===== src/design/lsu_pkg.sv =====
`default_nettype none

package lsu_pkg;

    localparam int XLEN       = 64;
    localparam int VADDR_W    = 16;
    localparam int LINE_BYTES = 8;
    localparam int OFFSET_W   = 3;
    localparam int RAM_DEPTH  = 64;
    localparam int RAM_IDX_W  = 6;
    localparam int SB_DEPTH   = 4;
    localparam int SB_PTR_W   = 2;
    localparam int RSP_DEPTH  = 2;
    localparam int TAG_W      = 4;

    typedef logic [XLEN-1:0]       xdata_t;
    typedef logic [VADDR_W-1:0]    vaddr_t;
    typedef logic [11:0]           imm_t;
    typedef logic [LINE_BYTES-1:0] bmask_t;
    typedef logic [RAM_IDX_W-1:0]  ram_idx_t;
    typedef logic [1:0]            mem_size_t;
    typedef logic [TAG_W-1:0]      load_tag_t;

    // access size codes
    localparam mem_size_t SZ_BYTE  = 2'b00;
    localparam mem_size_t SZ_HALF  = 2'b01;
    localparam mem_size_t SZ_WORD  = 2'b10;
    localparam mem_size_t SZ_DWORD = 2'b11;

    // risc-v mcause values for misaligned access
    typedef enum logic [3:0] {
        EXC_NONE = 4'd0,
        EXC_LAM  = 4'd4,
        EXC_SAM  = 4'd6
    } exc_cause_e;

endpackage

`default_nettype wire

===== src/design/lsu_load_pipe.sv =====
`default_nettype none

module lsu_load_pipe (
    input  wire                 clk,
    input  wire                 rst,
    input  logic                ld_valid_i,
    output logic                ld_ready_o,
    input  lsu_pkg::vaddr_t     vaddr_i,
    input  logic                misalign_i,
    input  lsu_pkg::mem_size_t  size_i,
    input  logic                uext_i,
    input  lsu_pkg::load_tag_t  tag_i,
    output logic                rd_en_o,
    output lsu_pkg::ram_idx_t   rd_idx_o,
    input  lsu_pkg::xdata_t     rd_data_i,
    output logic                port_busy_o,
    output lsu_pkg::ram_idx_t   fwd_idx_o,
    input  lsu_pkg::bmask_t     fwd_mask_i,
    input  lsu_pkg::xdata_t     fwd_data_i,
    output logic                rsp_valid_o,
    input  logic                rsp_ready_i,
    output lsu_pkg::load_tag_t  rsp_tag_o,
    output lsu_pkg::xdata_t     rsp_data_o,
    output logic                rsp_exc_o,
    output logic                exc_valid_o,
    output lsu_pkg::vaddr_t     exc_vaddr_o
);
    import lsu_pkg::*;

    logic      init_q;
    logic      accept;
    logic      s2_valid_q;
    vaddr_t    s2_vaddr_q;
    logic      s2_misalign_q;
    mem_size_t s2_size_q;
    logic      s2_uext_q;
    load_tag_t s2_tag_q;
    xdata_t    merged;
    xdata_t    aligned;
    logic      pop;
    logic [2:0] credits_used;
    logic [1:0] fifo_cnt_q;
    logic       fifo_wr_q;
    logic       fifo_rd_q;
    load_tag_t  fifo_tag_q [RSP_DEPTH];
    xdata_t     fifo_data_q [RSP_DEPTH];
    logic       fifo_exc_q [RSP_DEPTH];

    // s2 plus fifo entries must leave room for the new load
    assign pop          = rsp_valid_o & rsp_ready_i;
    assign credits_used = {1'b0, fifo_cnt_q} + {2'b00, s2_valid_q} - {2'b00, pop};
    assign ld_ready_o   = init_q & (credits_used < 3'd2);
    assign accept       = ld_valid_i & ld_ready_o;

    assign rd_en_o     = accept & ~misalign_i;
    assign rd_idx_o    = vaddr_i[OFFSET_W+RAM_IDX_W-1:OFFSET_W];
    assign port_busy_o = rd_en_o;

    always_ff @(posedge clk or negedge rst) begin
        if (!rst) begin
            init_q     <= 1'b0;
            s2_valid_q <= 1'b0;
        end else begin
            init_q     <= 1'b1;
            s2_valid_q <= accept;
        end
    end

    always_ff @(posedge clk) begin
        if (accept) begin
            s2_vaddr_q    <= vaddr_i;
            s2_misalign_q <= misalign_i;
            s2_size_q     <= size_i;
            s2_uext_q     <= uext_i;
            s2_tag_q      <= tag_i;
        end
    end

    // buffered store bytes win over memory in the second stage
    assign fwd_idx_o = s2_vaddr_q[OFFSET_W+RAM_IDX_W-1:OFFSET_W];

    always_comb begin
        for (int b = 0; b < LINE_BYTES; b++) begin
            merged[8*b +: 8] = fwd_mask_i[b] ? fwd_data_i[8*b +: 8] : rd_data_i[8*b +: 8];
        end
    end

    lsu_load_align i_align (
        .data_i   (merged),
        .offset_i (s2_vaddr_q[OFFSET_W-1:0]),
        .size_i   (s2_size_q),
        .uext_i   (s2_uext_q),
        .data_o   (aligned)
    );

    assign exc_valid_o = s2_valid_q & s2_misalign_q;
    assign exc_vaddr_o = s2_vaddr_q;

    // response fifo
    always_ff @(posedge clk or negedge rst) begin
        if (!rst) begin
            fifo_cnt_q <= '0;
            fifo_wr_q  <= 1'b0;
            fifo_rd_q  <= 1'b0;
        end else begin
            fifo_cnt_q <= fifo_cnt_q + {1'b0, s2_valid_q} - {1'b0, pop};
            if (s2_valid_q) begin
                fifo_wr_q <= ~fifo_wr_q;
            end
            if (pop) begin
                fifo_rd_q <= ~fifo_rd_q;
            end
        end
    end

    always_ff @(posedge clk) begin
        if (s2_valid_q) begin
            fifo_tag_q[fifo_wr_q]  <= s2_tag_q;
            fifo_data_q[fifo_wr_q] <= s2_misalign_q ? '0 : aligned;
            fifo_exc_q[fifo_wr_q]  <= s2_misalign_q;
        end
    end

    assign rsp_valid_o = fifo_cnt_q != 2'd0;
    assign rsp_tag_o   = fifo_tag_q[fifo_rd_q];
    assign rsp_data_o  = fifo_data_q[fifo_rd_q];
    assign rsp_exc_o   = fifo_exc_q[fifo_rd_q];

endmodule

`default_nettype wire


===== src/design/lsu_load_align.sv =====
`default_nettype none

module lsu_load_align (
    input  lsu_pkg::xdata_t                 data_i,
    input  logic [lsu_pkg::OFFSET_W-1:0]    offset_i,
    input  lsu_pkg::mem_size_t              size_i,
    input  logic                            uext_i,
    output lsu_pkg::xdata_t                 data_o
);
    import lsu_pkg::*;

    logic [2*XLEN-1:0] doubled;
    xdata_t            rot;

    // rotate so the addressed byte lands at bit 0
    assign doubled = {data_i, data_i} >> {offset_i, 3'b000};
    assign rot     = doubled[XLEN-1:0];

    always_comb begin
        case (size_i)
            SZ_BYTE: data_o = {{(XLEN-8){~uext_i & rot[7]}}, rot[7:0]};
            SZ_HALF: data_o = {{(XLEN-16){~uext_i & rot[15]}}, rot[15:0]};
            SZ_WORD: data_o = {{(XLEN-32){~uext_i & rot[31]}}, rot[31:0]};
            default: data_o = rot;
        endcase
    end

endmodule

`default_nettype wire


===== config.mk =====
export PLATFORM = sky130hd
export DESIGN_NAME = lsu_load_pipe
export DESIGN_NICKNAME = d
export VERILOG_FILES = /design/src/design/lsu_pkg.sv /design/src/design/lsu_load_pipe.sv /design/src/design/lsu_load_align.sv
export SDC_FILE = /design/constraint.sdc
export NUM_CORES = 1
export LEC_CHECK = 0
export BUFFER_PORTS_ARGS = -buffer_cell sky130_fd_sc_hd__buf_4
export CORE_MARGIN = 1
export CORE_UTILIZATION = 35
export CTS_CLUSTER_DIAMETER = 200
export DETAILED_ROUTE_END_ITERATION = 10
export GPL_TIMING_DRIVEN = 0
export PLACE_DENSITY = 0.6
export SYNTH_ARGS = -nofsm -noshare
export SYNTH_HDL_FRONTEND = slang
export SYNTH_SLANG_ARGS = --single-unit

===== constraint.sdc =====
create_clock -name clk -period 5.8 [get_ports clk]
set_input_delay 0.58 -clock clk [delete_from_list [all_inputs] [get_ports clk]]
set_output_delay 0.58 -clock clk [all_outputs]
set_load 0.01 [all_outputs]

==> run summary, run 1 <==
GRT
---------------------------------------------------------------------------------
Initial antenna violation count                                                 0
Number of global-route vias before repair                                    8132
Overall fraction of global-route tracks in use                              22.7%
First-pass GRT wire length                                               50200 um
Pin count of the biggest net entering global routing                           38
Grt ovf                                                                         0

SYNTHESIS
---------------------------------------------------------------------------------
Dominant combinational cell family by area after synthesis           multiplexers
Synth area leader                                                        edfxtp_1
FF+latch count, synth                                                         168
Number of nets in the synthesized netlist                                     979
Simple-gate portion of the synthesized area                                 6.11%
Top cells by instance count after synthesis                          162 x edfxtp_1, 120 x mux2i_1, 78 x nand2_1, 75 x mux2_2, 47 x a21oi_1
Fraction of synthesis flops using an asynchronous set or reset pin          3.57%
Sequential share of the synthesized area                                    49.2%
Post-synthesis cell area                                              10200 sq um
Yosys warnings                                                                  0
Post-synthesis mux area share                                               26.9%
Primary flip-flop cell chosen by synthesis mapping                       edfxtp_1
Number of cells produced by synthesis                                         812
Mean instance size in the synthesized netlist                          12.5 sq um
Yosys top cell area share                                                   47.8%
Adder-cell share of the synthesized area                                   0.442%
Count of flip-flops with a built-in enable after synthesis                    162
Top post-synthesis cells by area                                     edfxtp_1 48%, mux2i_1 12%, mux2_2 8.3%, mux4_2 6.9%, a22oi_1 3.2%
Cell with the most instances after synthesis                             edfxtp_1
Post-synthesis xor/xnor area fraction                                      0.258%
Compound-gate portion of the synthesized area                               12.1%
Distinct cell type count of the synthesized netlist                            42

ROUTE
---------------------------------------------------------------------------------
Wire per inst                                                             23.0 um
Total wire length after detailed routing                                 34200 um
Number of iterations in the first detailed-routing pass                         5
Vias post-DR                                                                 8144
Antenna Nets Post-Route                                                         0
Vias per cell                                                                5.47
DRC violation count after routing                                               0
Detailed router's first-iteration violation count                             745

CLOCKING
---------------------------------------------------------------------------------
Deepest clock path buffer count                                                 2
Maximum level of the CTS H-tree                                                 4
Post-CTS Setup Inserts                                                          0
CTS Root Cell                                                           clkbuf_16
Clk sinks                                                                     168
TritonCTS clock tree                                                        built
Number of hold-repair buffers added at the cts stage                            1
Clk pin slew, worst setup/hold paths                                      0.08 ns
Clock latency on the worst-skew pair                                      0.44 ns
Post-CTS Resized                                                                0
Number of buffers inserted during clock tree synthesis                         17

FLOORPLANNING
---------------------------------------------------------------------------------
Chip width                                                                 173 um
Placement Rows                                                                 62
DIE AREA                                                              29800 sq um
Count of pins on the block boundary                                           266
Die extent in y                                                            173 um
Standard cell core area                                               28700 sq um
Initial Utilization                                                         35.5%

STA
---------------------------------------------------------------------------------
Final hold violation count                                                      0
RSZ-0062 raised after global routing                                        false
Worst Max-Slew Pin Slew                                                   1.35 ns
Total Neg Setup Slack                                                        0 ns
Max Clock Skew                                                          0.0150 ns
Crit path time final                                                      4.68 ns
Worst rel slew slack                                                        10.1%
Max-slew violations                                                             0
Final period utilization                                                    80.6%
Max Clk Rate                                                            0.214 GHz
Number of endpoints failing setup at the final stage                            0

PLACEMENT
---------------------------------------------------------------------------------
Placed cells                                                                 1456
Dpl hpwl                                                                 27100 um
PortBufs                                                                      257
Routability cong.                                                           0.939

FINISH
---------------------------------------------------------------------------------
Area Overhead vs Synth                                                      30.6%
Number of nets in the finished design                                        1259
Layout fillers                                                               2701
Post-Layout Cell Count                                                       1489
Area of combinational cells with multiple inputs                       4690 sq um
Fraction of layout cells with a size suffix above 1                         41.2%
Number of diodes                                                                0
Seq. cell area                                                         5010 sq um

WORST SETUP PATH
---------------------------------------------------------------------------------
Crit path arrival time                                                    4.10 ns
Critical path data required time                                          5.22 ns
Delay of the slowest cell on the worst path                               1.08 ns
CP Launch Type                                                           register
Critical path endpoint                                                    rd_en_o
Reg2reg setup slack                                                       2.27 ns
Capturing element type of the critical path                          primary output
Critical path class                                                  register to primary output
Launching instance or port of the critical path                      fifo_cnt_q[1]
Reg-to-reg critical path startpoint                                  fifo_cnt_q[1]
Worst Reg2Reg Path Length in Cells                                             10
Cell breakdown of the critical path                                  inv_1, nand2_1, and2_1, ha_1, inv_1, ha_1, fa_1, xnor2_1, nor3b_1, and2_1, nor2b_1, buf_4, buf_4
Slowest stage cell, crit path                                              and2_1
Capture instance of the worst register-to-register path              s2_size_q[0]
Largest fanout on the critical path                                            26

POWER AND IR DROP
---------------------------------------------------------------------------------
Worst vdd ir                                                             0.180 mV
Power density over the cells                                          369 nW/um^2
Leakage power figure                                                      5.25 nW

HOLD PATH
---------------------------------------------------------------------------------
Hold Path Class                                                      input pin to register

FLOW RUN
---------------------------------------------------------------------------------
Total of max-cap violations                                                     0

STATUS
---------------------------------------------------------------------------------
Outcome                                                                 completed

## cell usage in the layout (no fill, tap or decap), drive strengths merged, types with 2 or more instances in the layout
master and instances:
a211oi 34, mux2i 120, and3 7, a22o 2, o22ai 8, edfxtp 162, nor2b 4, a311oi 8
mux4 31, inv 15, nor2 38, o21ai 4, nand4 2, nand2b 2, nand2 78, bufinv 2
mux2 75, xor2 2, a311o 21, dfrtp 6, buf 308, ha 2, clkbuf 55, a21oi 47
clkinv 7, and2 5, a221oi 2, nor3 6, or2 2, a22oi 43
## sequential cells by signal (all words and copies together) (netlist names)
register       count
init_q             1
fifo_data_q      128
fifo_rd_q          1
fifo_exc_q         2
s2_size_q          2
fifo_tag_q         8
s2_valid_q         1
exc_vaddr_o       16
fifo_wr_q          1
s2_misalign_q      1
s2_tag_q           4
fifo_cnt_q         2
s2_uext_q          1
## report_power, final
group	internal, W	switching (W)	leakage (nW)	total, W
Sequential	0.00158	0.0000476	1.56	0.00163
Clock	0.000661	0.000545	0.307	0.00121
Combinational	0.000925	0.00115	3.38	0.00207
Total	0.00317	0.00174	5.25	0.00491
## final cells by class
cell class,count,share of cell area (%)
Clock buffer,17,3.20
Sequential cell,168,37.7
Inverter,9,0.254
Multi-Input combinational cell,549,35.2
Timing Repair Buffer,261,15.0
Clock inverter,15,1.51
Buffer,86,3.44
Tap cell,384,3.61
## layer usage
layer | vias up | GRT usage (%) | wire [um]
met2 | 369 | 37.0 | 16200
li1 | 3721 | - | -
met3 | 53 | 3.89 | 2150
met1 | 4001 | 30.9 | 15000
met5 | - | 0 | 0
met4 | 0 | 7.11 | 906
## worst max-delay path, delay by kind of cell (launching register included)
family	cells	cell delay (ns)
DFF	1	0.39
buffers and inverters	4	0.37
xor gates and xnor gates	1	0.13
and+or+nand+nor	5	1.89
adders and majority gates	3	0.87
## worst min path at each step
stage,to,slack (ns),depth (start not counted),from
floorplan,fifo_cnt_q[0],0.28,0,rst
global placement,fifo_rd_q,0.39,1,rst
detailed placement,fifo_cnt_q[0],0.40,1,rst
CTS,exc_vaddr_o[10],0.30,1,vaddr_i[10]
global route,exc_vaddr_o[9],0.30,1,vaddr_i[9]
finish,exc_vaddr_o[10],0.31,1,vaddr_i[10]
## metrics by stage
stage	area (sq um)	total power, W	hold WS, ns	worst slack [ns]	utilization, %
final	13300	0.00491	0.310	1.12	46.3
after detailed placement	12700	0.00373	0.396	1.43	44.1
after global routing	13300	0.00513	0.296	0.803	46.3
after CTS	13300	0.00494	0.296	1.07	46.3
after floorplan	10200	0.00288	0.284	1.83	-
after global placement	12600	0.00371	0.394	-0.208	43.9
## cells by family (layout without fill, tap and decap cells)
logic type      Yosys count  after routing
other cells               1              1
flops                   168            168
compound gates          169            169
xor+xnor                  3              3
fa+ha+maj                 3              3
simple gates            147            147
mux                     226            226
buf+inv                  95            388
(Power assumes the default switching activity.)
==> run 2, diff against run 1 <==
Settings changed: ABC_AREA set to 1, PLACE_DENSITY 0.6 to 0.62.
Clock period 5.8 ns to 3.9 ns, I/O delays scaled along.
==> run summary, run 2 <==
STA
----------------------------------------------------------------------------------
Final hold violation count                                                       0   unchanged
Number of endpoints failing setup at the final stage                             0   unchanged
Worst rel slew slack                                                         45.6%   +35 points
Final period utilization                                                     85.9%
Crit path time final                                                       3.35 ns
Max Clock Skew                                                           0.0151 ns   +0.000120 ns
RSZ-0062 raised after global routing                                         false
Max Clk Rate                                                             0.298 GHz
Max-slew violations                                                              0   unchanged
Worst Max-Slew Pin Slew                                                   0.816 ns   -0.532 ns

SYNTHESIS
----------------------------------------------------------------------------------
Cell with the most instances after synthesis                               nand2_1
Number of cells produced by synthesis                                         1289   +59%
Primary flip-flop cell chosen by synthesis mapping                        edfxtp_1
Count of flip-flops with a built-in enable after synthesis                     162   unchanged
Distinct cell type count of the synthesized netlist                             32   -24%
Top cells by instance count after synthesis                           537 x nand2_1, 173 x nand3_1, 162 x edfxtp_1, 69 x inv_1
Mean instance size in the synthesized netlist                           7.93 sq um   -37%
Yosys warnings                                                                   0   unchanged
Synth area leader                                                         edfxtp_1
Post-synthesis cell area                                               10200 sq um   +0.34%
Yosys top cell area share                                                    47.6%   -0.16 points
Sequential share of the synthesized area                                     49.1%   -0.17 points
Number of nets in the synthesized netlist                                     1456   +49%
Top post-synthesis cells by area                                      edfxtp_1 48%, nand2_1 20%, nand3_1 8.5%, o211ai_1 3.2%, nor3_2 2.9%
FF+latch count, synth                                                          168   unchanged
Fraction of synthesis flops using an asynchronous set or reset pin           3.57%   unchanged

FINISH
----------------------------------------------------------------------------------
Most common library cell in the layout ignoring fill and taps              nand2_1
Area Overhead vs Synth                                                       30.9%
Layout fillers                                                                2864   +6.0%
Max FFs per register                                                           128   unchanged
Number of nets in the finished design                                         1744   +39%
Post-Layout Cell Count                                                        1975   +33%
Largest register by flop count                                         fifo_data_q
Commonest non-fill, non-tap cells in the layout                       537 x nand2_1, 281 x buf_4, 173 x nand3_1, 162 x edfxtp_1, 68 x inv_1
Fraction of layout cells with a size suffix above 1                          26.8%   -14 points

GRT
----------------------------------------------------------------------------------
Grt ovf                                                                          0   unchanged
Initial antenna violation count                                                  1   +1
First-pass GRT wire length                                                57900 um   +15%
Overall fraction of global-route tracks in use                               26.1%   +3.4 points
Number of global-route vias before repair                                     9539   +17%
Pin count of the biggest net entering global routing                            52   +37%

WORST SETUP PATH
----------------------------------------------------------------------------------
Critical path data required time                                           3.51 ns   -1.71 ns
CP most frequent cell                                                        inv_1
Largest fanout on the critical path                                              3   -88%
Critical path class                                                   register to primary output
Crit path arrival time                                                     2.96 ns   -1.14 ns
Delay of the slowest cell on the worst path                                0.48 ns   -0.60 ns
CP Launch Type                                                            register
Capturing element type of the critical path                           primary output
Buffering stage count on the worst path with inverters included                  6   +2
Cell breakdown of the critical path                                   inv_1, nand2_1, nand2_1, inv_1, ha_1, inv_1, ha_1, fa_1, nor3_1, inv_1, nor3_1, buf_4, buf_4
Family of cells with the greatest summed delay on the critical path    adder cells
Slowest stage cell, crit path                                                 fa_1

POWER AND IR DROP
----------------------------------------------------------------------------------
Fraction of power consumed by sequential logic                               32.5%   -0.7 points
Worst vdd ir                                                              0.301 mV   +67%
Portion of total power attributed to the clock network                       22.5%   -2.1 points
Power dissipated by switching net loads                                  0.00294 W   +69%
Fraction of power spent switching nets                                       39.9%   +4.4 points
Power density over the cells                                           550 nW/um^2   +49%
Internal Dissipation                                                     0.00442 W   +40%
Leakage power figure                                                       6.25 nW   +19%
Combinational cell fraction of total power                                   44.9%   +2.7 points
Post-route total power                                                   0.00736 W   +50%

PLACEMENT
----------------------------------------------------------------------------------
Placed cells                                                                  1941   +33%
Routability cong.                                                            0.987   +5.1%
Dpl hpwl                                                                  31400 um   +16%
PortBufs                                                                       264   +2.7%

FLOORPLANNING
----------------------------------------------------------------------------------
Chip width                                                                  173 um   +0.17%
Initial Utilization                                                          35.6%   +0.12 points
Standard cell core area                                                28700 sq um   unchanged
Count of pins on the block boundary                                            266   unchanged
Placement Rows                                                                  62   unchanged
DIE AREA                                                               29900 sq um   +0.34%
Die extent in y                                                             173 um   +0.17%

CLOCKING
----------------------------------------------------------------------------------
Post-CTS Setup Inserts                                                           0   unchanged
Deepest clock path buffer count                                                  2   unchanged
Clk pin slew, worst setup/hold paths                                       0.08 ns   about the same
Maximum level of the CTS H-tree                                                  4   unchanged
Clk sinks                                                                      168   unchanged
TritonCTS clock tree                                                         built
Clock latency on the worst-skew pair                                       0.43 ns   about the same
Number of buffers inserted during clock tree synthesis                          17   unchanged
CTS Root Cell                                                            clkbuf_16

ROUTE
----------------------------------------------------------------------------------
Antenna Nets Post-Route                                                          0   unchanged
Vias post-DR                                                                  9915   +22%
DRC violation count after routing                                                0   unchanged
Vias per cell                                                                 5.02   -8.2%
Detailed router's first-iteration violation count                              986   +32%
Wire per inst                                                              19.8 um   -14%
Number of iterations in the first detailed-routing pass                          5   unchanged
Total wire length after detailed routing                                  39000 um   +14%

STATUS
----------------------------------------------------------------------------------
Outcome                                                                  completed

FLOW RUN
----------------------------------------------------------------------------------
Total of max-cap violations                                                      0   unchanged

HOLD PATH
----------------------------------------------------------------------------------
Hold Path Class                                                       input pin to register

run 2: cell count changes after synthesis, sizes merged, moves of 11 or more:
cell / before / now
a311o: 21 / 0
o211ai: 0 / 43
mux2: 75 / 0
a22oi: 43 / 0
nand2: 78 / 552
nand3: 1 / 179
inv: 8 / 79
mux2i: 120 / 0
a211oi: 34 / 0
a21oi: 47 / 31
or2: 2 / 13
mux4: 31 / 0
nor3: 6 / 36
o21ai: 4 / 37
run 2: final cells by class:
cell class                 instances  area [sq um]  area share (%)
inverter                          80           305            2.28
multi-input combinational        949          4430            33.1
buffer                            92           480            3.59
clock buffer                      20           479            3.58
timing repair buffer             269          2080            15.6
clock inverter                    12           104           0.776
antenna                            1          2.50          0.0187
sequential                       168          5010            37.5
tap                              384           480            3.59
run 2: routing by layer:
layer	wire length [um]	vias up	global-route usage, %	part of all wire, %
met3	2540	40	4.13	6.5
met5	0	-	0	0
met4	1070	0	8.33	2.7
met2	18900	428	44.4	48
met1	16500	4603	34.1	42
li1	-	4844	-	-
run 2: power groups by stage:
stage / registers [W] / clock network [W] / logic [W]
global placement: 0.00246 / 0 / 0.00324
CTS: 0.00240 / 0.00169 / 0.00331
floorplan: 0.00245 / 0 / 0.00177
detailed placement: 0.00243 / 0 / 0.00330
global route: 0.00242 / 0.00175 / 0.00362
finish: 0.00239 / 0.00166 / 0.00331
run 2: timing repair:
| item | CTS | global route |
|---|---|---|
| resized for setup | 0 | 0 |
| endpoints found under the setup margin | 0 | 0 |
| hold buffers | 1 | 0 |
| endpoints found under the hold margin | 6 | 0 |
run 2: final timing paths:
kind                                from          endpoint  slack [ns]  cells after the start
setup / recovery           fifo_cnt_q[1]           rd_en_o        0.55                     13
hold / removal                vaddr_i[9]    exc_vaddr_o[9]        0.13                      1
setup reg to reg           fifo_cnt_q[1]    exc_vaddr_o[0]        0.88                     12
hold reg to reg              s2_tag_q[0]  fifo_tag_q[1][0]        0.44                      0
max in group asynchronous            rst         fifo_wr_q        3.49                      2
min in group asynchronous            rst            init_q        0.30                      2
run 2: metrics by stage:
step / worst slack [ns] / hold slack [ns] / utilization [%] / instance area (sq um) / TNS (ns)
global route: 0.235 / 0.106 / 46.6 / 13400 / 0
finish: 0.549 / 0.132 / 46.6 / 13400 / 0
floorplan: 0.0583 / 0.0944 / - / 10200 / 0
global placement: -1.66 / 0.203 / 44.2 / 12700 / -119.68
CTS: 0.502 / 0.108 / 46.6 / 13400 / 0
detailed placement: 0.848 / 0.203 / 44.5 / 12800 / 0
run 2: cell families after synthesis:
logic type	after synthesis	synth area share [%]
simple gates	831	36.1
buf+inv	172	7.66
flops	168	49.1
compound gates	112	6.56
fa+ha+maj	3	0.441
xor+xnor	2	0.171
other cells	1	0.0367
==> run 3, diff against run 2 <==
Settings changed: CAP_MARGIN set to 20, SYNTH_HIERARCHICAL set to 1.
==> run summary, run 3 <==
FINISH
----------------------------------------------------------------------------------
Max FFs per register                                                           128   unchanged
Commonest non-fill, non-tap cells in the layout                       511 x nand2_1, 284 x buf_4, 208 x nand3_1, 162 x edfxtp_1, 74 x inv_1
Fraction of layout cells with a size suffix above 1                          29.0%   +2.2 points
Most common library cell in the layout ignoring fill and taps              nand2_1
Number of nets in the finished design                                         1717   -1.5%
Area Overhead vs Synth                                                       29.6%
Number of diodes                                                                 0   -1
Largest register by flop count                                         fifo_data_q

STA
----------------------------------------------------------------------------------
Final hold violation count                                                       0   unchanged
Max-slew violations                                                              0   unchanged
Number of endpoints failing setup at the final stage                             0   unchanged
Crit path time final                                                       3.20 ns   -0.149 ns
Max Clk Rate                                                             0.312 GHz   +4.7%
Worst Max-Slew Pin Slew                                                   0.993 ns   +0.177 ns
Smallest hold slack                                                       0.128 ns   -0.00362 ns
Final period utilization                                                     82.1%   -3.8 points
Worst rel slew slack                                                         33.7%   -12 points
RSZ-0062 raised after global routing                                         false
Max Clock Skew                                                           0.0177 ns   +0.00262 ns

CLOCKING
----------------------------------------------------------------------------------
Number of hold-repair buffers added at the cts stage                             1   unchanged
Post-CTS Setup Inserts                                                           0   unchanged
Clock latency on the worst-skew pair                                       0.43 ns   about the same
Deepest clock path buffer count                                                  2   unchanged
CTS Root Cell                                                            clkbuf_16
Clk sinks                                                                      168   unchanged
Clk pin slew, worst setup/hold paths                                       0.08 ns   about the same
Number of buffers inserted during clock tree synthesis                          17   unchanged
Maximum level of the CTS H-tree                                                  4   unchanged
TritonCTS clock tree                                                         built
Post-CTS Resized                                                                 0   unchanged

GRT
----------------------------------------------------------------------------------
Grt ovf                                                                          0   unchanged
First-pass GRT wire length                                                54400 um   -6.0%
Number of global-route vias before repair                                     9274   -2.8%
Initial antenna violation count                                                  0   -1
Overall fraction of global-route tracks in use                               24.2%   -2.0 points
Pin count of the biggest net entering global routing                            61   +17%

WORST SETUP PATH
----------------------------------------------------------------------------------
Critical path class                                                   register to primary output
Capturing element type of the critical path                           primary output
Worst Reg2Reg Path Length in Cells                                              13   +1
Slowest stage cell, crit path                                                 fa_1
Largest fanout on the critical path                                              3   unchanged
Critical path data required time                                           3.51 ns   about the same
CP most frequent cell                                                        inv_1
Cell breakdown of the critical path                                   inv_1, nand2_1, nand2_1, inv_1, ha_1, inv_1, ha_1, fa_1, inv_1, nand2_1, nor2_1, nand3_1, nor2_1, buf_4, buf_4
Family of cells with the greatest summed delay on the critical path    adder cells
Launching instance or port of the critical path                       fifo_cnt_q[1]
Instance count on the critical path                                             15   +2
Delay of the slowest cell on the worst path                                0.49 ns   about the same
Buffering stage count on the worst path with inverters included                  6   unchanged
Reg-to-reg critical path startpoint                                   fifo_cnt_q[1]
CP Launch Type                                                            register
Crit path arrival time                                                     2.81 ns   -0.15 ns

PLACEMENT
----------------------------------------------------------------------------------
Routability cong.                                                            0.947   -4.1%
Dpl hpwl                                                                  28300 um   -9.9%
PortBufs                                                                       257   -2.7%

FLOORPLANNING
----------------------------------------------------------------------------------
Initial Utilization                                                          35.7%   +0.086 points
Standard cell core area                                                28900 sq um   +0.54%
DIE AREA                                                               30100 sq um   +0.77%
Chip width                                                                  174 um   +0.38%
Count of pins on the block boundary                                            266   unchanged
Placement Rows                                                                  62   unchanged
Die extent in y                                                             174 um   +0.38%

SYNTHESIS
----------------------------------------------------------------------------------
Distinct cell type count of the synthesized netlist                             25   -22%
Top post-synthesis cells by area                                      edfxtp_1 47%, nand2_1 19%, nand3_1 10%, mux2_2 7.0%, inv_1 2.7%
Yosys warnings                                                                   6   +6
Sequential share of the synthesized area                                     48.7%   -0.38 points
Primary flip-flop cell chosen by synthesis mapping                        edfxtp_1
FF+latch count, synth                                                          168   unchanged
Number of cells produced by synthesis                                         1270   -1.5%
Yosys top cell area share                                                    47.2%   -0.37 points
Number of nets in the synthesized netlist                                     1437   -1.3%
Fraction of synthesis flops using an asynchronous set or reset pin           3.57%   unchanged
Top cells by instance count after synthesis                           511 x nand2_1, 208 x nand3_1, 162 x edfxtp_1, 75 x inv_1, 71 x nor2_1
Cell with the most instances after synthesis                               nand2_1
Mean instance size in the synthesized netlist                           8.11 sq um   +2.3%
Synth area leader                                                         edfxtp_1
Count of flip-flops with a built-in enable after synthesis                     162   unchanged
Post-synthesis cell area                                               10300 sq um   +0.78%

ROUTE
----------------------------------------------------------------------------------
Detailed router's first-iteration violation count                             1008   +2.2%
Antenna Nets Post-Route                                                          0   unchanged
Number of iterations in the first detailed-routing pass                          6   +1
DRC violation count after routing                                                0   unchanged
Wire per inst                                                              18.7 um   -5.5%
Vias post-DR                                                                  9854   -0.62%
Total wire length after detailed routing                                  36400 um   -6.8%
Vias per cell                                                                 5.06   +0.81%

FLOW RUN
----------------------------------------------------------------------------------
Total of max-cap violations                                                      0   unchanged

HOLD PATH
----------------------------------------------------------------------------------
Hold Path Cell Cnt                                                               1   unchanged
Hold Path Class                                                       input pin to register
Min-delay src                                                             tag_i[0]

POWER AND IR DROP
----------------------------------------------------------------------------------
Post-route total power                                                   0.00741 W   +0.64%
Worst vdd ir                                                              0.212 mV   -30%
Power density over the cells                                           555 nW/um^2   +0.86%
Leakage power figure                                                       6.30 nW   +0.77%

STATUS
----------------------------------------------------------------------------------
Outcome                                                                  completed

-- run 3: changes by cell type after synthesis, moves of 10 or more --
cell      before  now
nand4_1        0   32
or2_2         13    0
buf_2         27   45
a21oi_1       31    7
o211ai_1      43    0
nor3_2        30    0
nor2_1        43   71
buf_4         17   27
clkbuf_1      34   10
o21ai_0       37    7
mux2_2         0   64
nand2_1      537  511
nand3_1      173  208
-- run 3: report_power, final --
part / total (W) / internal (W) / switching (W)
Sequential: 0.00239 / 0.00232 / 0.0000730
Combinational: 0.00338 / 0.00129 / 0.00209
Clock: 0.00163 / 0.000886 / 0.000745
Total: 0.00741 / 0.00449 / 0.00291
-- run 3: per-stage QoR --
step | utilization (%) | setup TNS [ns] | area, sq um | std cells | worst slack (ns)
2_1_floorplan | - | 0 | 10300 | 1270 | 0.0583
3_3_place_gp | 44.0 | -113.94 | 12700 | 1911 | -1.66
3_5_place_dp | 44.3 | 0 | 12800 | 1914 | 0.726
4_1_cts | 46.3 | 0 | 13400 | 1947 | 0.681
5_1_grt | 46.3 | 0 | 13400 | 1947 | 0.457
6_report | 46.3 | 0 | 13400 | 1947 | 0.697
-- run 3: layout make-up --
type / count / area, sq um
sequential: 168 / 5010
tap: 384 / 480
inverter: 80 / 308
multi-input combinational: 923 / 4410
timing repair buffer: 261 / 2010
clock inverter: 13 / 120
buffer: 99 / 574
fill: 2880 / 15500
clock buffer: 19 / 433
-- run 3: worst register-to-register path: cells and delay by family, from the launching register on --
family	cells	cell delay, ns
adders and majority gates	3	0.95
DFF	1	0.39
and+or+nand+nor	5	0.40
buffers and inverters	5	1.01
-- run 3: routing by layer --
metal | up-vias | track usage [%] | share of wire, % | wire (um)
met1 | 4554 | 31.9 | 43 | 15500
met4 | 0 | 8.78 | 2.8 | 1010
met5 | - | 0 | 0 | 0
met3 | 59 | 4.78 | 7.8 | 2830
li1 | 4747 | - | - | -
met2 | 494 | 39.2 | 47 | 17000
-- run 3: cell families after synthesis --
family	Yosys count	share of synthesized area (%)
xor+xnor	2	0.170
fa+ha+maj	3	0.437
flops	168	48.7
buf+inv	179	8.54
compound gates	14	0.680
mux	64	7.00
simple gates	839	34.5
other cells	1	0.0364
-- run 3: path summary, 6_finish.rpt --
| check | endpoint | slack [ns] |
|---|---|---|
| setup reg to reg | s2_uext_q | 0.76 |
| hold / removal | s2_tag_q[0] | 0.13 |
| max in group asynchronous | fifo_wr_q | 3.48 |
| setup / recovery | rd_en_o | 0.70 |
| hold reg to reg | fifo_tag_q[1][2] | 0.46 |
| min in group asynchronous | fifo_cnt_q[1] | 0.31 |
